## config.mk

```make
export PLATFORM = sky130hd
export DESIGN_NAME = core_ctrl_fsm_flat
export DESIGN_NICKNAME = d
export VERILOG_FILES = /design/src/core_cfg_pkg.sv /design/src/rv_isa_pkg.sv /design/src/mem_bus_if.sv /design/src/pc_counter.sv /design/src/reg_file.sv /design/src/alu_unit.sv /design/src/core_ctrl_fsm.sv /design/src/flat_wrapper.sv
export SDC_FILE = /design/constraint.sdc
export NUM_CORES = 2
export LEC_CHECK = 0
export BUFFER_PORTS_ARGS = -buffer_cell sky130_fd_sc_hd__buf_4
export CORE_MARGIN = 8
export CORE_UTILIZATION = 37
export CTS_CLUSTER_DIAMETER = 40
export DETAILED_ROUTE_END_ITERATION = 8
export PLACE_DENSITY = 0.48
export SETUP_SLACK_MARGIN = 0.1
export SYNTH_ARGS = -nofsm -noshare
export SYNTH_HDL_FRONTEND = slang
export SYNTH_SLANG_ARGS = --single-unit
export TNS_END_PERCENT = 1
```

## constraint.sdc

```tcl
create_clock -name clk -period 8.7 [get_ports clk]
set_input_delay 1.305 -clock clk [delete_from_list [all_inputs] [get_ports clk]]
set_output_delay 1.305 -clock clk [all_outputs]
set_load 0.02 [all_outputs]
```

## src/core_cfg_pkg.sv

```systemverilog
// ------------------------------
// Memory geometry, fixed program addresses
// and the control state encoding
// ------------------------------
package core_cfg_pkg;

  // Shared SRAM, 4KB of words
  localparam int MEM_WORDS = 1024;
  localparam int ADDR_W    = 10;

  // Program start after each start pulse
  localparam logic [31:0] RESET_PC = 32'd0;

  // Data slots used by the loop programs
  // n lives just below the result word
  localparam logic [31:0] ARG_ADDR    = 32'd956;
  // Word 240
  localparam logic [31:0] RESULT_ADDR = 32'd960;

  // Multi-cycle sequencing states
  typedef enum logic [2:0] {
    IDLE,
    FETCH,
    DECODE,
    EXEC,
    MEM,
    WB,
    HALT
  } ctrl_state_e;

endpackage

```

## src/rv_isa_pkg.sv

```systemverilog
// ------------------------------
// RV32 subset encodings: opcodes, funct fields,
// ALU operations and field widths
// ------------------------------
package rv_isa_pkg;

  // Widths ---------------------------
  localparam int XLEN      = 32;
  localparam int REG_IDX_W = 5;
  localparam int OPCODE_W  = 7;
  localparam int FUNCT3_W  = 3;
  localparam int FUNCT7_W  = 7;
  // Shift amount, low bits of rs2 or imm
  localparam int SHAMT_W   = 5;

  // Major opcodes of the supported subset
  typedef enum logic [OPCODE_W-1:0] {
    OP_IMM = 7'b0010011,
    OP     = 7'b0110011,
    BRANCH = 7'b1100011,
    JAL    = 7'b1101111,
    LOAD   = 7'b0000011,
    STORE  = 7'b0100011
  } opcode_e;

  // funct3 selectors ----------------
  localparam logic [FUNCT3_W-1:0] F3_SLL = 3'b001;
  localparam logic [FUNCT3_W-1:0] F3_BEQ = 3'b000;
  localparam logic [FUNCT3_W-1:0] F3_BNE = 3'b001;
  localparam logic [FUNCT3_W-1:0] F3_BLT = 3'b100;

  // funct7 that turns ADD into SUB
  localparam logic [FUNCT7_W-1:0] F7_SUB = 7'b0100000;

  // ALU operations
  // EQ, NE and LT only raise cond
  typedef enum logic [2:0] {
    ADD,
    SUB,
    SLL,
    EQ,
    NE,
    LT
  } alu_op_e;

endpackage

```

## src/mem_bus_if.sv

```systemverilog
// ------------------------------
// One req/ack memory port
// ------------------------------
interface mem_bus_if;

  // Request side, held until ack
  logic                       req;
  logic [rv_isa_pkg::XLEN-1:0] addr;
  logic [rv_isa_pkg::XLEN-1:0] wdata;
  logic                       wr_en;
  logic [3:0]                 mask;

  // Response side, ack is a single cycle
  // rdata valid together with ack
  logic                       ack;
  logic [rv_isa_pkg::XLEN-1:0] rdata;

  modport master (
    output req, addr, wdata, wr_en, mask,
    input  ack, rdata
  );

  modport slave (
    input  req, addr, wdata, wr_en, mask,
    output ack, rdata
  );

endinterface

```

## src/pc_counter.sv

```systemverilog
// ------------------------------
// Program counter, sequential and taken paths
// ------------------------------
module pc_counter (
  input  logic                        clk,
  input  logic                        rst,
  input  logic                        start,
  input  logic                        advance,
  input  logic                        take,
  input  logic [rv_isa_pkg::XLEN-1:0] target,
  output logic [rv_isa_pkg::XLEN-1:0] pc
);

  logic [rv_isa_pkg::XLEN-1:0] pc_seq;

  // Next sequential instruction
  assign pc_seq = pc + 32'd4;

  always_ff @(posedge clk) begin
    if (rst) begin
      pc <= core_cfg_pkg::RESET_PC;
    end else if (start) begin
      // Every run begins at the program start
      pc <= core_cfg_pkg::RESET_PC;
    end else if (advance) begin
      // Branch or jump target, else fall through
      pc <= take ? target : pc_seq;
    end
  end

  // Fetch addresses stay on word boundaries
  a_pc_aligned: assert property (@(posedge clk) disable iff (rst)
    pc[1:0] == 2'b00);

endmodule

```

## src/reg_file.sv

```systemverilog
// ------------------------------
// 32 x XLEN register file, x0 reads zero
// ------------------------------
module reg_file (
  input  logic                             clk,
  input  logic [rv_isa_pkg::REG_IDX_W-1:0] rs1,
  input  logic [rv_isa_pkg::REG_IDX_W-1:0] rs2,
  input  logic [rv_isa_pkg::REG_IDX_W-1:0] rd,
  input  logic                             wr_en,
  input  logic [rv_isa_pkg::XLEN-1:0]      wdata,
  output logic [rv_isa_pkg::XLEN-1:0]      rdata1,
  output logic [rv_isa_pkg::XLEN-1:0]      rdata2
);

  logic [rv_isa_pkg::XLEN-1:0] regs [2**rv_isa_pkg::REG_IDX_W];

  // Single write port
  // x0 is never written
  always_ff @(posedge clk) begin
    if (wr_en && rd != '0) begin
      regs[rd] <= wdata;
    end
  end

  // Two combinational read ports
  assign rdata1 = (rs1 == '0) ? '0 : regs[rs1];
  assign rdata2 = (rs2 == '0) ? '0 : regs[rs2];

endmodule

```

## src/alu_unit.sv

```systemverilog
// ------------------------------
// ALU: add, sub, shift left, branch compares
// ------------------------------
module alu_unit (
  input  rv_isa_pkg::alu_op_e         op,
  input  logic [rv_isa_pkg::XLEN-1:0] a,
  input  logic [rv_isa_pkg::XLEN-1:0] b,
  output logic [rv_isa_pkg::XLEN-1:0] result,
  output logic                        cond
);

  logic is_eq, is_lt;

  // Shared comparators
  assign is_eq = (a == b);
  // Signed, as for BLT
  assign is_lt = ($signed(a) < $signed(b));

  always_comb begin
    result = '0;
    cond   = 1'b0;
    case (op)
      rv_isa_pkg::ADD: result = a + b;
      rv_isa_pkg::SUB: result = a - b;
      // Only the low shamt bits count
      rv_isa_pkg::SLL: result = a << b[rv_isa_pkg::SHAMT_W-1:0];
      rv_isa_pkg::EQ:  cond   = is_eq;
      rv_isa_pkg::NE:  cond   = !is_eq;
      rv_isa_pkg::LT:  cond   = is_lt;
      default: ;
    endcase
  end

endmodule

```

## src/core_ctrl_fsm.sv

```systemverilog
// ------------------------------
// Multi-cycle RV32 subset core: control FSM,
// decode, immediates and datapath steering
// ------------------------------
module core_ctrl_fsm (
  input  logic      clk,
  input  logic      rst,
  input  logic      start,
  output logic      halted,
  mem_bus_if.master ibus,
  mem_bus_if.master dbus
);

  core_cfg_pkg::ctrl_state_e state, state_nxt;

  // Latched instruction and operands
  logic [rv_isa_pkg::XLEN-1:0] ir;
  logic [rv_isa_pkg::XLEN-1:0] rs1_val_q, rs2_val_q, imm_q, load_q;
  rv_isa_pkg::alu_op_e         alu_op_q;

  // Decode
  rv_isa_pkg::opcode_e               opcode;
  logic [rv_isa_pkg::FUNCT3_W-1:0]   funct3;
  logic [rv_isa_pkg::XLEN-1:0]       imm_i, imm_s, imm_b, imm_j, imm_sel;
  rv_isa_pkg::alu_op_e               alu_op_sel;

  // Datapath
  logic [rv_isa_pkg::XLEN-1:0] pc, target, alu_a, alu_b, alu_result;
  logic [rv_isa_pkg::XLEN-1:0] rdata1, rdata2, rf_wdata;
  logic alu_cond, start_ok, pc_advance, pc_take, rf_wr_en, self_jump;

  // Field extraction ----------------
  assign opcode = rv_isa_pkg::opcode_e'(ir[rv_isa_pkg::OPCODE_W-1:0]);
  assign funct3 = ir[14:12];

  // Sign extended immediates, B and J are even
  assign imm_i = {{20{ir[31]}}, ir[31:20]};
  assign imm_s = {{20{ir[31]}}, ir[31:25], ir[11:7]};
  assign imm_b = {{19{ir[31]}}, ir[31], ir[7], ir[30:25], ir[11:8], 1'b0};
  assign imm_j = {{11{ir[31]}}, ir[31], ir[19:12], ir[20], ir[30:21], 1'b0};

  // Immediate and ALU op per opcode
  always_comb begin
    imm_sel    = imm_i;
    alu_op_sel = rv_isa_pkg::ADD;
    case (opcode)
      rv_isa_pkg::OP: begin
        if (funct3 == rv_isa_pkg::F3_SLL) begin
          alu_op_sel = rv_isa_pkg::SLL;
        end else if (ir[31:25] == rv_isa_pkg::F7_SUB) begin
          alu_op_sel = rv_isa_pkg::SUB;
        end
      end
      rv_isa_pkg::BRANCH: begin
        imm_sel = imm_b;
        case (funct3)
          rv_isa_pkg::F3_BEQ: alu_op_sel = rv_isa_pkg::EQ;
          rv_isa_pkg::F3_BNE: alu_op_sel = rv_isa_pkg::NE;
          default:            alu_op_sel = rv_isa_pkg::LT;
        endcase
      end
      rv_isa_pkg::JAL:   imm_sel = imm_j;
      rv_isa_pkg::STORE: imm_sel = imm_s;
      // OP_IMM and LOAD use the I immediate with ADD
      default: ;
    endcase
  end

  // Payload registers, no reset
  always_ff @(posedge clk) begin
    if (state == core_cfg_pkg::FETCH && ibus.ack) begin
      ir <= ibus.rdata;
    end
    if (state == core_cfg_pkg::DECODE) begin
      rs1_val_q <= rdata1;
      rs2_val_q <= rdata2;
      imm_q     <= imm_sel;
      alu_op_q  <= alu_op_sel;
    end
    if (state == core_cfg_pkg::MEM && dbus.ack) begin
      load_q <= dbus.rdata;
    end
  end

  // Control FSM ---------------------
  assign start_ok  = start && (state == core_cfg_pkg::IDLE || state == core_cfg_pkg::HALT);
  // A jump onto itself ends the program
  assign self_jump = (opcode == rv_isa_pkg::JAL) && (imm_q == '0);

  always_comb begin
    state_nxt = state;
    case (state)
      core_cfg_pkg::IDLE, core_cfg_pkg::HALT: begin
        if (start_ok) state_nxt = core_cfg_pkg::FETCH;
      end
      core_cfg_pkg::FETCH: begin
        if (ibus.ack) state_nxt = core_cfg_pkg::DECODE;
      end
      core_cfg_pkg::DECODE: begin
        // Loads and stores skip EXEC, address comes from the ALU in MEM
        if (opcode == rv_isa_pkg::LOAD || opcode == rv_isa_pkg::STORE) begin
          state_nxt = core_cfg_pkg::MEM;
        end else begin
          state_nxt = core_cfg_pkg::EXEC;
        end
      end
      core_cfg_pkg::EXEC: begin
        state_nxt = self_jump ? core_cfg_pkg::HALT : core_cfg_pkg::FETCH;
      end
      core_cfg_pkg::MEM: begin
        if (dbus.ack) begin
          state_nxt = (opcode == rv_isa_pkg::LOAD) ? core_cfg_pkg::WB : core_cfg_pkg::FETCH;
        end
      end
      core_cfg_pkg::WB: state_nxt = core_cfg_pkg::FETCH;
      default:          state_nxt = core_cfg_pkg::IDLE;
    endcase
  end

  always_ff @(posedge clk) begin
    if (rst) begin
      state <= core_cfg_pkg::IDLE;
    end else begin
      state <= state_nxt;
    end
  end

  assign halted = (state == core_cfg_pkg::HALT);

  // Steering ------------------------
  // JAL links pc+4 through the ALU
  assign alu_a = (opcode == rv_isa_pkg::JAL) ? pc : rs1_val_q;
  always_comb begin
    case (opcode)
      rv_isa_pkg::OP, rv_isa_pkg::BRANCH: alu_b = rs2_val_q;
      rv_isa_pkg::JAL:                    alu_b = 32'd4;
      default:                            alu_b = imm_q;
    endcase
  end

  assign target     = pc + imm_q;
  assign pc_take    = (opcode == rv_isa_pkg::JAL) || (opcode == rv_isa_pkg::BRANCH && alu_cond);
  assign pc_advance = (state == core_cfg_pkg::EXEC && !self_jump) ||
                      (state == core_cfg_pkg::MEM && dbus.ack && opcode == rv_isa_pkg::STORE) ||
                      (state == core_cfg_pkg::WB);

  assign rf_wr_en = (state == core_cfg_pkg::WB) ||
                    (state == core_cfg_pkg::EXEC && (opcode == rv_isa_pkg::OP_IMM ||
                     opcode == rv_isa_pkg::OP || opcode == rv_isa_pkg::JAL));
  assign rf_wdata = (state == core_cfg_pkg::WB) ? load_q : alu_result;

  // Bus requests
  // Fetch never writes
  assign ibus.req   = (state == core_cfg_pkg::FETCH);
  assign ibus.addr  = pc;
  assign ibus.wdata = '0;
  assign ibus.wr_en = 1'b0;
  assign ibus.mask  = 4'h0;

  // Word accesses only
  assign dbus.req   = (state == core_cfg_pkg::MEM);
  assign dbus.addr  = alu_result;
  assign dbus.wdata = rs2_val_q;
  assign dbus.wr_en = (opcode == rv_isa_pkg::STORE);
  assign dbus.mask  = 4'hF;

  pc_counter pc_counter_i (
    .clk    (clk),
    .rst    (rst),
    .start  (start_ok),
    .advance(pc_advance),
    .take   (pc_take),
    .target (target),
    .pc     (pc)
  );

  reg_file reg_file_i (
    .clk   (clk),
    .rs1   (ir[19:15]),
    .rs2   (ir[24:20]),
    .rd    (ir[11:7]),
    .wr_en (rf_wr_en),
    .wdata (rf_wdata),
    .rdata1(rdata1),
    .rdata2(rdata2)
  );

  alu_unit alu_unit_i (
    .op    (alu_op_q),
    .a     (alu_a),
    .b     (alu_b),
    .result(alu_result),
    .cond  (alu_cond)
  );

  // Checks --------------------------
  a_state_valid: assert property (@(posedge clk) disable iff (rst)
    state inside {core_cfg_pkg::IDLE, core_cfg_pkg::FETCH, core_cfg_pkg::DECODE,
                  core_cfg_pkg::EXEC, core_cfg_pkg::MEM, core_cfg_pkg::WB,
                  core_cfg_pkg::HALT});

  a_one_master: assert property (@(posedge clk) disable iff (rst)
    !(ibus.req && dbus.req));

endmodule

```

## src/flat_wrapper.sv

```systemverilog
// flat-port wrapper written by rule: the top's interface ports become plain ports
module core_ctrl_fsm_flat 
  (clk, rst, start, halted, ibus_req, ibus_addr, ibus_wdata, ibus_wr_en, ibus_mask, ibus_ack, ibus_rdata, dbus_req, dbus_addr, dbus_wdata, dbus_wr_en, dbus_mask, dbus_ack, dbus_rdata);
  mem_bus_if ibus_i ();
  mem_bus_if dbus_i ();
  input  logic clk;
  input  logic rst;
  input  logic start;
  output logic halted;
  output wire logic [$bits(ibus_i.req)-1:0] ibus_req;
  output wire logic [$bits(ibus_i.addr)-1:0] ibus_addr;
  output wire logic [$bits(ibus_i.wdata)-1:0] ibus_wdata;
  output wire logic [$bits(ibus_i.wr_en)-1:0] ibus_wr_en;
  output wire logic [$bits(ibus_i.mask)-1:0] ibus_mask;
  input wire logic [$bits(ibus_i.ack)-1:0] ibus_ack;
  input wire logic [$bits(ibus_i.rdata)-1:0] ibus_rdata;
  output wire logic [$bits(dbus_i.req)-1:0] dbus_req;
  output wire logic [$bits(dbus_i.addr)-1:0] dbus_addr;
  output wire logic [$bits(dbus_i.wdata)-1:0] dbus_wdata;
  output wire logic [$bits(dbus_i.wr_en)-1:0] dbus_wr_en;
  output wire logic [$bits(dbus_i.mask)-1:0] dbus_mask;
  input wire logic [$bits(dbus_i.ack)-1:0] dbus_ack;
  input wire logic [$bits(dbus_i.rdata)-1:0] dbus_rdata;
  assign ibus_req = ibus_i.req;
  assign ibus_addr = ibus_i.addr;
  assign ibus_wdata = ibus_i.wdata;
  assign ibus_wr_en = ibus_i.wr_en;
  assign ibus_mask = ibus_i.mask;
  assign ibus_i.ack = ibus_ack;
  assign ibus_i.rdata = ibus_rdata;
  assign dbus_req = dbus_i.req;
  assign dbus_addr = dbus_i.addr;
  assign dbus_wdata = dbus_i.wdata;
  assign dbus_wr_en = dbus_i.wr_en;
  assign dbus_mask = dbus_i.mask;
  assign dbus_i.ack = dbus_ack;
  assign dbus_i.rdata = dbus_rdata;
  core_ctrl_fsm u_core (.clk(clk), .rst(rst), .start(start), .halted(halted), .ibus(ibus_i), .dbus(dbus_i));
endmodule
```

==> impl_metrics.env <==
export IMPL_hold_violations=0
export IMPL_floorplan_rows=150
export IMPL_timing_hold_worst_path_depth=0
export IMPL_yosysUniqueCellTypes=94
export IMPL_floorplan_initialDensity_pct=37.3
export IMPL_gate_family_responsible_for_the_most_delay_along_the_worst_path="compound AO/OA/AOI/OAI gates"
export IMPL_drc=0
export IMPL_ys_seq_area_share_pct=57.7
export IMPL_whs_ns=0.486
export IMPL_routed_wirelength_mm=224
export IMPL_layout_min_cycle_time_ns=8.11
export IMPL_drv_slew=0
export IMPL_cp_slowest_stage_delay_ns=0.76
export IMPL_detail_route_iter0_violations=4327
export IMPL_final_total_negative_setup_slack_ns=0
export IMPL_worst_r2r_startpoint="u_core.ir[2]"
export IMPL_cellPowerDensity_nw_per_um2=228
export IMPL_ys_warnings=0
export IMPL_postCtsHoldBufs=0
export IMPL_final_cell_mix="1176 x edfxtp_1, 565 x mux4_2, 258 x buf_4"
export IMPL_cts_root_buf="clkbuf_16"
export IMPL_power_combinational_fraction_pct=11.6
export IMPL_core_um2=167000
export IMPL_synthesis_area_um2=62400
export IMPL_holdPathEnd="u_core.imm_q[6]"
export IMPL_dpl_instance_area_um2=66400
export IMPL_grt_antenna_before_repair=6
export IMPL_cp_depth=17
export IMPL_switching_share_pct=25.9
export IMPL_clkTransAtPathRegs_ns=0.06
export IMPL_areaGrowthSynthToFinish_pct=17.4
export IMPL_achievable_frequency_ghz=0.123
export IMPL_layout_commonest_cell="edfxtp_1"
export IMPL_finish_stage_setup_viols=0
export IMPL_peak_supply_drop_mv=0.161
export IMPL_top_ff_cell_synth="edfxtp_1"
export IMPL_slowest_stage="a221oi_1"
export IMPL_die_w_um=427
export IMPL_grt_max_degree=113
export IMPL_die_height_um=427
export IMPL_static_leakage_power_uw=0.0253
export IMPL_r2r_slack_ns=1.83
export IMPL_synth_top_cell_area_share_pct=56.6
export IMPL_unrepaired_setup_endpoints_after_global_routing="no"
export IMPL_run_status="finished clean"
export IMPL_finish_utilization_pct=43.8
export IMPL_cts_inserted_buffers=188
export IMPL_share_of_the_cycle_needed_by_the_critical_path_after_routing_pct=93.3
export IMPL_layout_nets=4319
export IMPL_area_enclosed_by_the_die_boundary_um2=182000
export IMPL_ant_nets=0
export IMPL_grt_first_pass_wirelength_mm=311
export IMPL_synth_top_cells_by_area="edfxtp_1 57%, mux4_2 20%, mux2i_1 3.7%"
export IMPL_hold_path_class="register to register"
export IMPL_vias=39700
export IMPL_top_level_ports=210
export IMPL_via_per_inst=6.09
export IMPL_cp_num_buf_inv=3
export IMPL_gr_total_overflow=0
export IMPL_seq_power_share_pct=40.2
export IMPL_fill_cells=14800
export IMPL_switching_power_uw=4320
export IMPL_endpoint_kind="output pin"
export IMPL_wire_per_inst_um=34.3
export IMPL_pint_uw=12400
export IMPL_grt_pass1_vias=39600
export IMPL_post_synth_inst_count=3922
export IMPL_cts_tree="done"
export IMPL_io_buffers=168
export IMPL_clk_path_buf_depth=3
export IMPL_worstHoldStart="u_core.ir[26]"
export IMPL_pre_repair_dr_iteration_count=6
export IMPL_timing_clock_skew_ns=0.0491
export IMPL_postCtsResizedCells=0
export IMPL_estimated_wirelength_of_the_detail_placed_design_mm=143
export IMPL_worst_slew_pin_transition_ns=1.08
export IMPL_synth_top_cell_by_area="edfxtp_1"
export IMPL_grt_total_usage_pct=24.1
export IMPL_post_synth_cell_area_avg_um2=15.9
export IMPL_timing_critical_path_from_type="register"
export IMPL_place_congestion=0.936
export IMPL_timing_critical_path_arrival_ns=6.81
export IMPL_synth_edff_count=1176
export IMPL_synth_seq_cells=1211
export IMPL_clkPwrFrac_pct=48.3
export IMPL_postLayoutCellArea_um2=73200
export IMPL_crit_required_ns=7.39
export IMPL_htree_levels=4
export IMPL_timing_slew_headroom_pct=25.6
export IMPL_worst_skew_pair_late_latency_ns=0.84
export IMPL_crit_chain="or3_4 > or2_1 > nand2_2 > buf_4 > mux2i_1 > nand2_2 > inv_1 > ha_1 > a21oi_1 > o211ai_1 > a221oi_1 > o2111ai_1 > a211oi_1 > o21ai_0 > nor2_1 > o2111ai_1 > buf_4"
export IMPL_cts_post_setup_buffers_inserted=0
export IMPL_timing_reg2reg_worst_path_depth=17
export IMPL_cap_violations=0
export IMPL_postSynth_asyncResetShare_pct=0
export IMPL_final_layout_size_suffix_gt1_share_pct=29.7
export IMPL_critical_path_max_fanout=33
export IMPL_clock_sinks=1211
export IMPL_criticalPathCategory="register to output pin"
export IMPL_total_power_uw=16700
export IMPL_reg2reg_to="u_core.reg_file_i.regs[28][29]"
## metal layers
metal  track usage, %  vias to the layer above  part of all wire [%]
met5                0                        -                     0
met4             8.31                        0                   3.6
li1                 -                    16500                     -
met3             3.39                      355                   5.9
met2             40.1                     1668                    49
met1             32.6                    21200                    42
## layout make-up
| cell class | instances | area [um2] | area share, % |
|---|---|---|---|
| inverter | 105 | 398 | 0.543 |
| tap | 2204 | 2760 | 3.77 |
| antenna | 3 | 7.51 | 0.0102 |
| timing repair buffer | 266 | 2100 | 2.86 |
| sequential | 1211 | 36000 | 49.2 |
| clock inverter | 137 | 1890 | 2.58 |
| clock buffer | 212 | 4910 | 6.71 |
| multi-input combinational | 2379 | 25200 | 34.4 |
## worst register-to-register path: cells and delay by family (launching register included)
kind                     cells  cell delay (ns)
flip-flops                   1             0.45
AO/OA/AOI/OAI                7             2.41
buffers and inverters        2             0.87
AND/OR/NAND/NOR              5             1.52
adder cells (fa/ha/maj)      1             0.33
multiplexers                 2             0.78
## power by group through the flow
stage,logic (uW),clock network (uW),registers (uW)
6_report,1930,8060,6710
5_1_grt,2040,8420,6710
4_1_cts,1930,8180,6710
3_5_place_dp,1930,0,6830
3_3_place_gp,1930,0,6830
2_1_floorplan,1200,0,6790
## worst max path at each step
stage,slack (ns),end,start
global route,0.16,dbus_addr[29],u_core.ir[2]
detailed placement,1.58,dbus_addr[29],u_core.ir[2]
global placement,1.58,dbus_addr[29],u_core.ir[2]
floorplan,3.05,dbus_addr[31],u_core.ir[2]
CTS,0.66,dbus_addr[29],u_core.ir[2]
finish,0.59,dbus_addr[29],u_core.ir[2]
## cell usage after synthesis (10+ instances only)
cell         n
a211o_1     10
a211oi_1    25
a21o_1      38
a21oi_1    189
a22o_1      19
a31oi_1     29
and2_1      14
and3_1      21
buf_1       68
buf_2       16
buf_4       45
clkbuf_1   160
dfxtp_1     35
edfxtp_1  1176
ha_1        96
inv_1      102
mux2_2      39
mux2i_1    232
mux4_2     565
nand2_1    149
nand2b_1    23
nand3_1     35
nand4_1     16
nor2_1     258
nor2b_1     18
nor3_1      80
nor4_1      17
o211ai_1    15
o21a_1      12
o21ai_0    108
o21bai_1    14
o221ai_1    31
o22ai_1     41
or2_2       10
or3_1       11
xnor2_1     43
xor2_1      16
## flip-flops by register name (all words and copies together) (netlist names)
register / flops
u_core.pc_counter_i.pc: 32
u_core.state: 3
u_core.rs1_val_q: 32
u_core.dbus.wdata: 32
u_core.reg_file_i.regs: 1024
u_core.load_q: 32
u_core.ir: 32
u_core.alu_op_q: 3
u_core.imm_q: 21
## logic make-up (layout without fill, tap and decap cells)
kind of cell	count (synthesis)	in the layout	synth area share, %
other	2	76	0.0120
and+or+nand+nor	693	693	5.26
DFF	1211	1211	57.7
AOI/OAI and AO/OA	613	613	6.36
adders and majority gates	99	99	2.02
muxes	842	842	25.0
buffers and inverters	403	720	2.84
xor gates and xnor gates	59	59	0.828
## stage by stage
step,std cells,setup slack (ns)
finish,6517,0.586
global placement,6165,1.58
CTS,6514,0.658
floorplan,3993,3.05
detailed placement,6165,1.58
global route,6515,0.157
Note: power is estimated with default switching activity, not from simulation.
