<file path="src/rv_isa_pkg.sv">
// ------------------------------
// RV32 subset encodings: opcodes, funct fields,
// ALU operations and field widths
// ------------------------------
package rv_isa_pkg;

  // Widths ---------------------------
  localparam int XLEN      = 32;
  localparam int REG_IDX_W = 5;
  localparam int OPCODE_W  = 7;
  localparam int FUNCT3_W  = 3;
  localparam int FUNCT7_W  = 7;
  // Shift amount, low bits of rs2 or imm
  localparam int SHAMT_W   = 5;

  // Major opcodes of the supported subset
  typedef enum logic [OPCODE_W-1:0] {
    OP_IMM = 7'b0010011,
    OP     = 7'b0110011,
    BRANCH = 7'b1100011,
    JAL    = 7'b1101111,
    LOAD   = 7'b0000011,
    STORE  = 7'b0100011
  } opcode_e;

  // funct3 selectors ----------------
  localparam logic [FUNCT3_W-1:0] F3_SLL = 3'b001;
  localparam logic [FUNCT3_W-1:0] F3_BEQ = 3'b000;
  localparam logic [FUNCT3_W-1:0] F3_BNE = 3'b001;
  localparam logic [FUNCT3_W-1:0] F3_BLT = 3'b100;

  // funct7 that turns ADD into SUB
  localparam logic [FUNCT7_W-1:0] F7_SUB = 7'b0100000;

  // ALU operations
  // EQ, NE and LT only raise cond
  typedef enum logic [2:0] {
    ADD,
    SUB,
    SLL,
    EQ,
    NE,
    LT
  } alu_op_e;

endpackage

</file>
<file path="src/mem_bus_if.sv">
// ------------------------------
// One req/ack memory port
// ------------------------------
interface mem_bus_if;

  // Request side, held until ack
  logic                       req;
  logic [rv_isa_pkg::XLEN-1:0] addr;
  logic [rv_isa_pkg::XLEN-1:0] wdata;
  logic                       wr_en;
  logic [3:0]                 mask;

  // Response side, ack is a single cycle
  // rdata valid together with ack
  logic                       ack;
  logic [rv_isa_pkg::XLEN-1:0] rdata;

  modport master (
    output req, addr, wdata, wr_en, mask,
    input  ack, rdata
  );

  modport slave (
    input  req, addr, wdata, wr_en, mask,
    output ack, rdata
  );

endinterface

</file>
<file path="src/mem_arbiter.sv">
// ------------------------------
// Fixed priority arbiter: data, fetch, host
// onto the single SRAM port
// ------------------------------
module mem_arbiter (
  input  logic                        clk,
  input  logic                        rst,
  mem_bus_if.slave                    ibus,
  mem_bus_if.slave                    dbus,
  mem_bus_if.master                   sbus,
  input  logic                        host_req,
  input  logic                        host_wr_en,
  input  logic [rv_isa_pkg::XLEN-1:0] host_addr,
  input  logic [rv_isa_pkg::XLEN-1:0] host_wdata,
  output logic [rv_isa_pkg::XLEN-1:0] host_rdata,
  output logic                        host_ack
);

  logic sel_d, sel_i, sel_h;
  logic gnt_d_q, gnt_i_q, gnt_h_q;
  logic busy;

  // Ack cycle of the last grant
  // winner still holds req here, so no new grant
  assign busy  = gnt_d_q || gnt_i_q || gnt_h_q;
  assign sel_d = dbus.req && !busy;
  assign sel_i = ibus.req && !dbus.req && !busy;
  assign sel_h = host_req && !ibus.req && !dbus.req && !busy;

  // SRAM port mux
  always_comb begin
    sbus.req   = sel_d || sel_i || sel_h;
    sbus.addr  = host_addr;
    sbus.wdata = host_wdata;
    sbus.wr_en = sel_h && host_wr_en;
    sbus.mask  = 4'hF;
    if (sel_d) begin
      sbus.addr  = dbus.addr;
      sbus.wdata = dbus.wdata;
      sbus.wr_en = dbus.wr_en;
      sbus.mask  = dbus.mask;
    end else if (sel_i) begin
      // Fetch is a pure read
      sbus.addr  = ibus.addr;
      sbus.wdata = ibus.wdata;
      sbus.wr_en = 1'b0;
      sbus.mask  = 4'h0;
    end
  end

  // Remember the winner for the response
  always_ff @(posedge clk) begin
    if (rst) begin
      gnt_d_q <= 1'b0;
      gnt_i_q <= 1'b0;
      gnt_h_q <= 1'b0;
    end else begin
      gnt_d_q <= sel_d;
      gnt_i_q <= sel_i;
      gnt_h_q <= sel_h;
    end
  end

  // Route response to the granted requester
  assign dbus.ack   = gnt_d_q && sbus.ack;
  assign ibus.ack   = gnt_i_q && sbus.ack;
  assign host_ack   = gnt_h_q && sbus.ack;
  assign dbus.rdata = sbus.rdata;
  assign ibus.rdata = sbus.rdata;
  assign host_rdata = sbus.rdata;

  a_one_ack: assert property (@(posedge clk) disable iff (rst)
    $onehot0({dbus.ack, ibus.ack, host_ack}));

  // SRAM answers every grant exactly one cycle later
  a_sram_ack: assert property (@(posedge clk) disable iff (rst)
    sbus.ack == busy);

endmodule

</file>
<file path="src/flat_wrapper.sv">
// flat-port wrapper written by rule: the top's interface ports become plain ports
module mem_arbiter_flat 
  (clk, rst, host_req, host_wr_en, host_addr, host_wdata, host_rdata, host_ack, ibus_req, ibus_addr, ibus_wdata, ibus_wr_en, ibus_mask, ibus_ack, ibus_rdata, dbus_req, dbus_addr, dbus_wdata, dbus_wr_en, dbus_mask, dbus_ack, dbus_rdata, sbus_req, sbus_addr, sbus_wdata, sbus_wr_en, sbus_mask, sbus_ack, sbus_rdata);
  mem_bus_if ibus_i ();
  mem_bus_if dbus_i ();
  mem_bus_if sbus_i ();
  input  logic clk;
  input  logic rst;
  input  logic host_req;
  input  logic host_wr_en;
  input  logic [rv_isa_pkg::XLEN-1:0] host_addr;
  input  logic [rv_isa_pkg::XLEN-1:0] host_wdata;
  output logic [rv_isa_pkg::XLEN-1:0] host_rdata;
  output logic host_ack;
  input wire logic [$bits(ibus_i.req)-1:0] ibus_req;
  input wire logic [$bits(ibus_i.addr)-1:0] ibus_addr;
  input wire logic [$bits(ibus_i.wdata)-1:0] ibus_wdata;
  input wire logic [$bits(ibus_i.wr_en)-1:0] ibus_wr_en;
  input wire logic [$bits(ibus_i.mask)-1:0] ibus_mask;
  output wire logic [$bits(ibus_i.ack)-1:0] ibus_ack;
  output wire logic [$bits(ibus_i.rdata)-1:0] ibus_rdata;
  input wire logic [$bits(dbus_i.req)-1:0] dbus_req;
  input wire logic [$bits(dbus_i.addr)-1:0] dbus_addr;
  input wire logic [$bits(dbus_i.wdata)-1:0] dbus_wdata;
  input wire logic [$bits(dbus_i.wr_en)-1:0] dbus_wr_en;
  input wire logic [$bits(dbus_i.mask)-1:0] dbus_mask;
  output wire logic [$bits(dbus_i.ack)-1:0] dbus_ack;
  output wire logic [$bits(dbus_i.rdata)-1:0] dbus_rdata;
  output wire logic [$bits(sbus_i.req)-1:0] sbus_req;
  output wire logic [$bits(sbus_i.addr)-1:0] sbus_addr;
  output wire logic [$bits(sbus_i.wdata)-1:0] sbus_wdata;
  output wire logic [$bits(sbus_i.wr_en)-1:0] sbus_wr_en;
  output wire logic [$bits(sbus_i.mask)-1:0] sbus_mask;
  input wire logic [$bits(sbus_i.ack)-1:0] sbus_ack;
  input wire logic [$bits(sbus_i.rdata)-1:0] sbus_rdata;
  assign ibus_i.req = ibus_req;
  assign ibus_i.addr = ibus_addr;
  assign ibus_i.wdata = ibus_wdata;
  assign ibus_i.wr_en = ibus_wr_en;
  assign ibus_i.mask = ibus_mask;
  assign ibus_ack = ibus_i.ack;
  assign ibus_rdata = ibus_i.rdata;
  assign dbus_i.req = dbus_req;
  assign dbus_i.addr = dbus_addr;
  assign dbus_i.wdata = dbus_wdata;
  assign dbus_i.wr_en = dbus_wr_en;
  assign dbus_i.mask = dbus_mask;
  assign dbus_ack = dbus_i.ack;
  assign dbus_rdata = dbus_i.rdata;
  assign sbus_req = sbus_i.req;
  assign sbus_addr = sbus_i.addr;
  assign sbus_wdata = sbus_i.wdata;
  assign sbus_wr_en = sbus_i.wr_en;
  assign sbus_mask = sbus_i.mask;
  assign sbus_i.ack = sbus_ack;
  assign sbus_i.rdata = sbus_rdata;
  mem_arbiter u_core (.clk(clk), .rst(rst), .ibus(ibus_i), .dbus(dbus_i), .sbus(sbus_i), .host_req(host_req), .host_wr_en(host_wr_en), .host_addr(host_addr), .host_wdata(host_wdata), .host_rdata(host_rdata), .host_ack(host_ack));
endmodule
</file>
<file path="config.mk">
export PLATFORM = sky130hd
export DESIGN_NAME = mem_arbiter_flat
export DESIGN_NICKNAME = d
export VERILOG_FILES = /design/src/rv_isa_pkg.sv /design/src/mem_bus_if.sv /design/src/mem_arbiter.sv /design/src/flat_wrapper.sv
export SDC_FILE = /design/constraint.sdc
export NUM_CORES = 1
export LEC_CHECK = 0
export ABC_AREA = 0
export BUFFER_PORTS_ARGS = -buffer_cell sky130_fd_sc_hd__buf_2
export CAP_MARGIN = 25
export CELL_PAD_IN_SITES_DETAIL_PLACEMENT = 1
export CELL_PAD_IN_SITES_GLOBAL_PLACEMENT = 2
export CORE_AREA = 2 2 160 162
export CTS_BUF_LIST = sky130_fd_sc_hd__clkbuf_8
export DETAILED_ROUTE_END_ITERATION = 10
export DIE_AREA = 0 0 162 164
export HOLD_SLACK_MARGIN = 0.1
export PLACE_DENSITY = 0.83
export SYNTH_ARGS = -nofsm -noshare
export SYNTH_HDL_FRONTEND = slang
export SYNTH_SLANG_ARGS = --single-unit
</file>
<file path="constraint.sdc">
create_clock -name clk -period 4.38 [get_ports clk]
set_input_delay 0.657 -clock clk [delete_from_list [all_inputs] [get_ports clk]]
set_output_delay 0.657 -clock clk [all_outputs]
set_load 0.005 [all_outputs]
</file>
==> impl_results.md, run 1 <==
* Status: completed
* Drt drc at 0
* Clock-pin slew of the registers on the worst-case setup and hold paths at 30 ps
* GRT Residual Overflow at 0
* Number of synthesized register bits at 3
* Power density normalized to cell area at 154 nW/µm²
* Commonest non-fill, non-tap cell in the layout: sky130_fd_sc_hd__buf_2
* Static leakage at approximately 1.6 nW
* Unrepaired setup endpoints after global routing: false
* Worst Reg2Reg Path Length in Cells at 3
* Number of hold violations in the final report at 0
* Dpl hpwl at around 11000 µm
* Maximum resistive drop on vdd at 67.6 µV
* Number of nets still failing antenna checks after routing at 0
* Port Buffers at 276
* Pin count of the biggest net entering global routing at 66
* Post-layout minimum cycle time at 3490 ps
* Worst setup SP type: input pin
* Worst hold path stage count at 2
* GRT Resource Usage Total at a little under a tenth
* Clock skew after layout at 2.56 ps
* First drt pass iteration count at 4
* Number of buffers inserted during clock tree synthesis at 3
* Worst path arrival time at 2830 ps
* Largest buffer count on any clock path at 2
* Source-to-sink clock delay at the later pin of the worst-skew pair at 220 ps
* CTS tree: yes
* Placeable Area at 24800 µm²
* Number of antenna violations at the first check in global routing at 0
* Detailed-route vias per instance at just over 4
* DRC violation total after the first TritonRoute iteration at 96
* Clock net sink count at 3
* Number of inserted diodes at 0
* Cell-by-cell listing of the critical path: buf_2, or4b_2, buf_4, o22a_1, o221a_1, buf_2
* Largest fanout on the critical path at 33
* Most frequent cell on the critical path: sky130_fd_sc_hd__buf_2
* Number of fill cells at between 3000 and 4000
* Mean routed wirelength per cell at 16.4 µm
* Die Span X at 162 µm
* Maximum operating frequency at 287 MHz
* GPL Wtd Cong at 0.693
* Proportion of layout cells with a drive suffix above 1 at 57.9%
* Row count at 58
* Overall power at 0.584 mW
* Synthesis-to-finish area growth at 32.3%
* Headroom to the max-slew limit at about 36%
* Tightest Pin Transition at about 970 ps
* Sequential cell area at between 60 and 70 µm²
* Post_cts resized at 0
* Final setup violation count at 0
* Vias in the first global route at 3640
* Final Cycle Share at 79.7%
* Syn Std Cell Area at 2860 µm²
* Synthesis warning total at 0
* Synth cell types at 25
* Postcts setup bufs at 0
* Floorplan die area at roughly 27000 µm²
* Worst Path Class, Setup: input pin to output pin
* Synth Instances at about 350
* Leading cell types in the layout, fill and taps excluded: sky130_fd_sc_hd__buf_2, sky130_fd_sc_hd__o22a_1, sky130_fd_sc_hd__o221a_1, sky130_fd_sc_hd__nand2b_1, sky130_fd_sc_hd__or2b_1
* Area used by multi-input combinational logic at between 1500 and 2000 µm²
* Total nets after synthesis at between 500 and 600
* Syn_area_per_cell at 8.11 µm²
* Maximum Capacitance Violations at 0
* Initial core utilization at between 10% and 20%
* Sum of negative setup slack at 0 ps
* Critical path's largest stage delay at 1030 ps
* Type of the tightest min-delay check: input pin to flip-flop
* Final #Nets at 750
* Routed wire length at 13800 µm
* Sequential share of the synthesized area at 2.10%
* Final Slew Violations at 0
* Vertical die dimension at 164 µm
* Io pins at 410
* Level count of the clock H-tree at 1
* Via count at ~3400
* Hold-fix buffers at CTS at 0
* Data required time of the worst path at 3720 ps
* Slowest cell on crit path: sky130_fd_sc_hd__or4b_2
* Clock tree root buffer cell: sky130_fd_sc_hd__clkbuf_8
* Global-route wire length before repair at 19800 µm
* Endpoint kind of the worst setup timing path: output pin
[final timing paths]
check / startpoint / slack [ps] / end
hold / removal: rst / 650 / u_core.gnt_d_q
hold reg to reg: u_core.gnt_d_q / 1400 / u_core.gnt_d_q
setup reg to reg: u_core.gnt_h_q / 2540 / u_core.gnt_h_q
setup / recovery: ibus_req / 890 / sbus_addr[24]
[worst max-delay path, delay by kind of cell]
family	cells	cell delay (ps)
and+or+nand+nor	1	1030
buffers and inverters	3	650
AOI/OAI and AO/OA	2	480
[final cells by class]
cell class / count / area share (%)
Multi-Input combinational cell: 219 / 48.7
Clock inverter: 1 / 0.0990
Clock buffer: 3 / 1.09
Sequential cell: 3 / 1.58
Tap cell: 330 / 10.9
Timing Repair Buffer: 282 / 37.6
[through the flow]
stage	instance area [µm²]	setup slack, ps	std cells	utilization, %	hold WS (ps)
after floorplan	2860	1950	353	-	729
after global placement	3740	898	834	15.1	876
after detailed placement	3740	863	834	15.1	879
after CTS	3790	863	838	15.3	649
after global routing	3790	797	838	15.3	657
final	3790	891	838	15.3	646
[power by group]
group | switching, mW | internal (mW) | total [mW]
logic | 0.222 | 0.251 | 0.473
registers | 0.00152 | 0.0288 | 0.0303
clock network | 0.0209 | 0.0599 | 0.0808
[sequential cells by signal (all words and copies together) (netlist names)]
register / flops
u_core.gnt_i_q: 1
u_core.gnt_h_q: 1
u_core.gnt_d_q: 1
[logic make-up after synthesis]
logic type | synth area share (%)
AO/OA/AOI/OAI | 45.7
AND/OR/NAND/NOR | 18.7
flip-flops | 2.10
buffers and inverters | 33.6
[routing by layer]
metal / part of all wire (%) / track usage [%] / wire length (µm) / vias to the layer above
li1: - / - / - / 1579
met1: 40 / 10.6 / 5520 / 1577
met2: 48 / 17.1 / 6620 / 199
met3: 8.9 / 2.42 / 1230 / 34
met4: 2.9 / 3.14 / 406 / 0
met5: 0 / 0 / 0 / -
[Yosys cell counts]
cell                         n  share of area, %
sky130_fd_sc_hd__a21oi_1     1              0.17
sky130_fd_sc_hd__o21ai_0     3              0.52
sky130_fd_sc_hd__or3_2       1              0.26
sky130_fd_sc_hd__and2_2      1              0.26
sky130_fd_sc_hd__and2b_2     1              0.31
sky130_fd_sc_hd__nor3b_1     1              0.26
sky130_fd_sc_hd__nor2b_1     4              0.87
sky130_fd_sc_hd__a32oi_1     5               1.5
sky130_fd_sc_hd__o221a_2     2              0.79
sky130_fd_sc_hd__o22a_1     60                18
sky130_fd_sc_hd__nand2b_1   49                11
sky130_fd_sc_hd__o22a_2      2              0.70
sky130_fd_sc_hd__buf_2      12               2.1
sky130_fd_sc_hd__dfxtp_1     3               2.1
sky130_fd_sc_hd__buf_4     101                26
sky130_fd_sc_hd__clkbuf_1   11               1.4
sky130_fd_sc_hd__and2_1      2              0.44
sky130_fd_sc_hd__buf_6       1              0.39
sky130_fd_sc_hd__or4b_1      1              0.35
sky130_fd_sc_hd__nor2_1      5              0.66
sky130_fd_sc_hd__o221a_1    60                24
sky130_fd_sc_hd__nor3_1      3              0.52
sky130_fd_sc_hd__or2b_1     13               3.4
sky130_fd_sc_hd__buf_8       6               3.1
sky130_fd_sc_hd__nand2_1     5              0.66
Power figures use the tool's default switching activity.
==> run 2, diff against run 1 <==
CORE_AREA = 2 2 161 163   (was 2 2 160 162)
DIE_AREA = 0 0 163 165   (was 0 0 162 164)
clock period = 3.34 ns   (was 4.38 ns; I/O delays follow)
==> run 2 against run 1 <==
Combinational power rose by 33%. Power is 32% higher. Worst hold slack got worse by 160 ps. Critical path depth fell by 1. Non-clock buffer count grew 3. Flip-flop and latch count did not move. Worst setup slack got worse by 360 ps. Critical path type is now flip-flop to output pin. Largest cell class unchanged.
==> impl_results.md, run 2 (synthesized netlist as in run 1, its figures left out) <==
* Status: completed
* Final Cycle Share at between 80% and 90%
* Initial core utilization at 11.4% (-0.10 points)
* Reg-to-reg endpoint: u_core.gnt_i_q
* First drt pass iteration count at 4 (unchanged)
* CTS tree: yes
* Sum of negative setup slack at 0 ps (unchanged)
* Post_cts resized at 0 (unchanged)
* DRC violation total after the first TritonRoute iteration at 106 (+10%)
* Final setup violation count at 0 (unchanged)
* Final Slew Violations at 0 (unchanged)
* Unrepaired setup endpoints after global routing: false
* Vias in the first global route at 3580 (-1.6%)
* Number of nets still failing antenna checks after routing at 0 (unchanged)
* Clock-pin slew of the registers on the worst-case setup and hold paths at 30 ps (about the same)
* Vertical die dimension at 165 µm (+0.61%)
* Hold-fix buffers at CTS at 0 (unchanged)
* End of the worst hold path: u_core.gnt_d_q
* Die Span X at 163 µm (+0.62%)
* Tightest Pin Transition at 844 ps (-122 ps)
* Pin count of the biggest net entering global routing at 66 (unchanged)
* Endpoint kind of the worst setup timing path: output pin
* Mean routed wirelength per cell at 16.8 µm (+1.9%)
* Hold Crit Start: rst
* Power density normalized to cell area at 202 nW/µm² (+31%)
* Floorplan die area at 26900 µm² (+1.2%)
* Level count of the clock H-tree at 1 (unchanged)
* Source-to-sink clock delay at the later pin of the worst-skew pair at 220 ps (about the same)
* Worst hold path stage count at 2 (unchanged)
* Clock skew after layout at 0.188 ps (-2.38 ps)
* Headroom to the max-slew limit at 43.7% (+8.2 points)
* Detailed-route vias per instance at 4.08 (+0.91%)
* Drt drc at 0 (unchanged)
* Final #Nets at 753 (+0.40%)
* Routed wire length at 14100 µm (+2.4%)
* Global-route wire length before repair at 20100 µm (+1.4%)
* Clock tree root buffer cell: sky130_fd_sc_hd__clkbuf_8
* Leading cell types in the layout, fill and taps excluded: sky130_fd_sc_hd__buf_2, sky130_fd_sc_hd__o22a_1, sky130_fd_sc_hd__o221a_1, sky130_fd_sc_hd__nand2b_1, sky130_fd_sc_hd__or2b_1
* Maximum operating frequency at 356 MHz
* Largest buffer count on any clock path at 2 (unchanged)
* Port Buffers at 276 (unchanged)
* Maximum resistive drop on vdd at 130 µV (+92%)
* Number of hold violations in the final report at 0 (unchanged)
* Maximum Capacitance Violations at 0 (unchanged)
* Largest registers: u_core.gnt_d_q x1, u_core.gnt_h_q x1, u_core.gnt_i_q x1
* Share of the core filled with cells at 15.2% (-0.033 points)
* Worst Reg2Reg Path Length in Cells at 2 (-1)
* Worst setup SP type: flip-flop
* Post-layout minimum cycle time at 2810 ps
* Data required time of the worst path at 2840 ps (-880 ps)
* Row count at 58 (unchanged)
* Io pins at 410 (unchanged)
* GRT Residual Overflow at 0 (unchanged)
* Static leakage at 1.66 nW (+0.83%)
* Postcts setup bufs at 0 (unchanged)
* Number of antenna violations at the first check in global routing at 2 (+2)
* Crit Reg-Reg Startpoint: u_core.gnt_h_q
* Via count at 3436 (+1.4%)
* Worst Path Class, Setup: flip-flop to output pin
* GRT Resource Usage Total at 9.42% (+0.057 points)
* GPL Wtd Cong at 0.704 (+1.5%)
* Placeable Area at 25000 µm² (+0.88%)
* Number of buffers inserted during clock tree synthesis at 3 (unchanged)
* Worst path arrival time at 2310 ps (-520 ps)
* Clock net sink count at 3 (unchanged)
* Synthesis-to-finish area growth at 33.2%
* Proportion of layout cells with a drive suffix above 1 at 58.1% (+0.25 points)
* Worst reg-to-reg setup slack at 1800 ps (-740 ps)
* Overall power at 0.772 mW (+32%)
* Dpl hpwl at 10900 µm (+2.1%)
* Type of the tightest min-delay check: input pin to flip-flop
* Commonest non-fill, non-tap cell in the layout: sky130_fd_sc_hd__buf_2
* Largest fanout on the critical path at 35 (+6.1%)
run 2: changes by cell type in the layout (fill, tap and decap cells not counted), sizes merged:
cell   before  now
buf       282  285
diode       0    1
run 2: worst max-delay path, stage by stage (launching register included):
cell                      delay, ps
sky130_fd_sc_hd__dfxtp_1        330
sky130_fd_sc_hd__or3_2          840
sky130_fd_sc_hd__buf_4          410
sky130_fd_sc_hd__or2b_1         200
sky130_fd_sc_hd__o221a_2        180
sky130_fd_sc_hd__buf_2          120
run 2: routing by layer:
layer / vias up / GRT usage (%) / part of all wire (%)
met4: 2 / 2.61 / 2.2
met5: - / 0 / 0.092
met1: 1595 / 10.6 / 39
met2: 213 / 17.2 / 49
met3: 40 / 2.76 / 10
li1: 1586 / - / -
run 2: report_power, final:
part           internal [mW]  total, mW  switching [mW]  leakage, nW
Combinational          0.333      0.627           0.294         1.61
Clock                 0.0785      0.105          0.0267       0.0269
Sequential            0.0377     0.0396         0.00182       0.0246
Total                  0.449      0.772           0.323         1.66
run 2: how the worst max path moves through the flow:
stage,end,slack [ps],depth (start not counted),from
finish,sbus_addr[0],530,5,u_core.gnt_h_q
global route,sbus_addr[0],390,5,u_core.gnt_d_q
CTS,sbus_addr[0],440,5,u_core.gnt_h_q
detailed placement,sbus_addr[0],680,5,u_core.gnt_h_q
global placement,sbus_addr[0],700,5,u_core.gnt_h_q
floorplan,sbus_addr[10],1220,5,ibus_req
run 2: layout make-up:
| cell class | instances | area (µm²) |
|---|---|---|
| Timing Repair Buffer | 285 | 1450 |
| Clock buffer | 3 | 41.3 |
| Sequential cell | 3 | 60.1 |
| Multi-Input combinational cell | 219 | 1850 |
| Fill cell | 3114 | 21200 |
| Antenna cell | 1 | 2.50 |
| Tap cell | 330 | 413 |
| Clock inverter | 1 | 3.75 |
run 2: stage by stage:
stage                     area (µm²)  std cells  setup WS [ps]  hold slack [ps]
after detailed placement        3770        837            685              713
final                           3810        842            529              486
after floorplan                 2860        353           1220              573
after CTS                       3810        841            441              482
after global routing            3810        841            387              489
after global placement          3770        837            700              707
==> run 3, diff against run 2 <==
clock period = 2.7 ns   (was 3.34 ns; I/O delays follow)
==> run 3 against run 2 <==
First-iteration DRC count increased by 3.8%. Utilization increased by 0.13 points. Flip-flop and latch count unchanged. Highest routed layer unchanged. Combinational power increased by 24%. Clock skew increased by 1.9 ps. Power increased by 24%. Design area increased by 0.85%. Critical path depth unchanged. Sequential power increased by 23%.
==> impl_results.md, run 3 (synthesized netlist as in run 1, its figures left out) <==
* Clock tree root buffer cell: sky130_fd_sc_hd__clkbuf_8
* Clock skew after layout at 2.14 ps (+1.95 ps)
* Share of the core filled with cells at 15.4% (+0.13 points)
* Floorplan die area at 26900 µm² (unchanged)
* Pin count of the biggest net entering global routing at 69 (+4.5%)
* Source-to-sink clock delay at the later pin of the worst-skew pair at 220 ps (about the same)
* Number of antenna violations at the first check in global routing at 2 (unchanged)
* Slowest cell on crit path: sky130_fd_sc_hd__or4b_2
* Io pins at 410 (unchanged)
* Maximum resistive drop on vdd at 227 µV (+75%)
* Sw Ratio at 41.3% (-0.53 points)
* CTS tree: yes
* Hold Worst Slack at 390 ps (-95.9 ps)
* Leading cell types in the layout, fill and taps excluded: sky130_fd_sc_hd__buf_2, sky130_fd_sc_hd__o22a_1, sky130_fd_sc_hd__o221a_1, sky130_fd_sc_hd__nand2b_1, sky130_fd_sc_hd__or2b_1
* Final Cycle Share at 96.1%
* Clk network pwr share at 14.0% (+0.4 points)
* Vertical die dimension at 165 µm (unchanged)
* Number of buffers inserted during clock tree synthesis at 3 (unchanged)
* Worst Path Class, Setup: flip-flop to output pin
* Number of nets still failing antenna checks after routing at 0 (unchanged)
* GRT Resource Usage Total at 9.04% (-0.38 points)
* Commonest non-fill, non-tap cell in the layout: sky130_fd_sc_hd__buf_2
* Least setup slack across all paths after layout at 105 ps (-424 ps)
* Final Slew Violations at 0 (unchanged)
* First drt pass iteration count at 4 (unchanged)
* GRT Residual Overflow at 0 (unchanged)
* Synthesis-to-finish area growth at 34.3%
* Port Buffers at 276 (unchanged)
* Worst path buffer plus inverter count at 2 (unchanged)
* Post-layout minimum cycle time at 2600 ps
* Via count at 3463 (+0.79%)
* Overall power at 0.958 mW (+24%)
* Hold-fix buffers at CTS at 0 (unchanged)
* Mean routed wirelength per cell at 15.9 µm (-4.9%)
* Postcts setup bufs at 0 (unchanged)
* Critical path's largest stage delay at 700 ps (-140 ps)
* Drt drc at 0 (unchanged)
* Static leakage at 1.67 nW (+0.58%)
* Die Span X at 163 µm (unchanged)
* Proportion of layout cells with a drive suffix above 1 at 58.0% (-0.082 points)
* Type of the tightest min-delay check: input pin to flip-flop
* Row count at 58 (unchanged)
* Net switching power of the design at 0.396 mW (+23%)
* Routed wire length at 13400 µm (-4.9%)
* Sum of negative setup slack at 0 ps (unchanged)
* Tightest Pin Transition at 839 ps (-4.96 ps)
* GPL Wtd Cong at 0.717 (+1.8%)
* Power density normalized to cell area at 249 nW/µm² (+23%)
* Placeable Area at 25000 µm² (unchanged)
* Clock-pin slew of the registers on the worst-case setup and hold paths at 30 ps (about the same)
* Dominant delay contributor by cell family on the critical path: simple AND/OR/NAND/NOR gates
* Unrepaired setup endpoints after global routing: false
* Final setup violation count at 0 (unchanged)
* Vias in the first global route at 3694 (+3.2%)
* Data required time of the worst path at 2300 ps (-540 ps)
* Worst path arrival time at 2190 ps (-120 ps)
* DRC violation total after the first TritonRoute iteration at 110 (+3.8%)
* Dpl hpwl at 10400 µm (-4.8%)
* Maximum Capacitance Violations at 0 (unchanged)
* Maximum operating frequency at 385 MHz
* Detailed-route vias per instance at 4.11 (+0.79%)
* Combinational fraction of design power at 80.9% (-0.4 points)
* Initial core utilization at 11.4% (unchanged)
* Final #Nets at 752 (-0.13%)
* Portion of total power attributed to sequential cells at 5.1% (about the same)
* Status: completed
* Internal power contribution at 0.563 mW (+25%)
* Worst setup SP type: flip-flop
* Cell-by-cell listing of the critical path: or4b_2, buf_4, o22a_1, o221a_1, buf_2
* Clock net sink count at 3 (unchanged)
* Number of hold violations in the final report at 0 (unchanged)
* Global-route wire length before repair at 19500 µm (-3.0%)
* Endpoint kind of the worst setup timing path: output pin
* Headroom to the max-slew limit at 44.1% (+0.33 points)
* Worst setup slack before clock tree synthesis at 240 ps (-444 ps)
* Post_cts resized at 0 (unchanged)
* Largest buffer count on any clock path at 2 (unchanged)
* Largest fanout on the critical path at 30 (-14%)
* Largest registers: u_core.gnt_d_q x1, u_core.gnt_h_q x1, u_core.gnt_i_q x1
* Level count of the clock H-tree at 1 (unchanged)
-- run 3: cell types whose count changed in the layout (fill, tap and decap cells not counted) --
| cell | before | now |
|---|---|---|
| sky130_fd_sc_hd__buf_4 | 9 | 5 |
| sky130_fd_sc_hd__buf_12 | 0 | 3 |
| sky130_fd_sc_hd__diode_2 | 1 | 2 |
-- run 3: stage by stage --
stage | instance area, µm² | cells
finish | 3850 | 842
global route | 3840 | 840
CTS | 3840 | 840
detailed placement | 3800 | 836
global placement | 3800 | 836
floorplan | 2860 | 353
-- run 3: path summary, 6_finish.rpt --
kind,from,end,slack (ps),depth (start not counted)
hold reg to reg,u_core.gnt_d_q,u_core.gnt_d_q,940,4
setup reg to reg,u_core.gnt_h_q,u_core.gnt_i_q,1190,3
setup / recovery,u_core.gnt_h_q,sbus_addr[22],100,5
hold / removal,rst,u_core.gnt_d_q,390,2
-- run 3: power by group through the flow --
stage               logic (mW)  registers [mW]  clock network, mW
finish                   0.776          0.0486              0.134
global route             0.852          0.0491              0.140
CTS                      0.790          0.0487              0.139
detailed placement       0.786          0.0493                  0
global placement         0.775          0.0493                  0
floorplan                0.536          0.0487                  0
-- run 3: final cells by class --
type / count / area, µm²
Antenna cell: 2 / 5.00
Tap cell: 330 / 413
Timing Repair Buffer: 284 / 1480
Fill cell: 3097 / 21200
Sequential cell: 3 / 60.1
Multi-Input combinational cell: 219 / 1850
Clock inverter: 1 / 3.75
Clock buffer: 3 / 41.3
-- run 3: routing by layer --
metal / share of wire, % / GRT usage (%) / vias up
met2: 51 / 17.5 / 212
met4: 2.0 / 2.21 / 2
met3: 10 / 2.76 / 32
met1: 37 / 9.47 / 1631
li1: - / - / 1586
met5: 0.097 / 0 / -
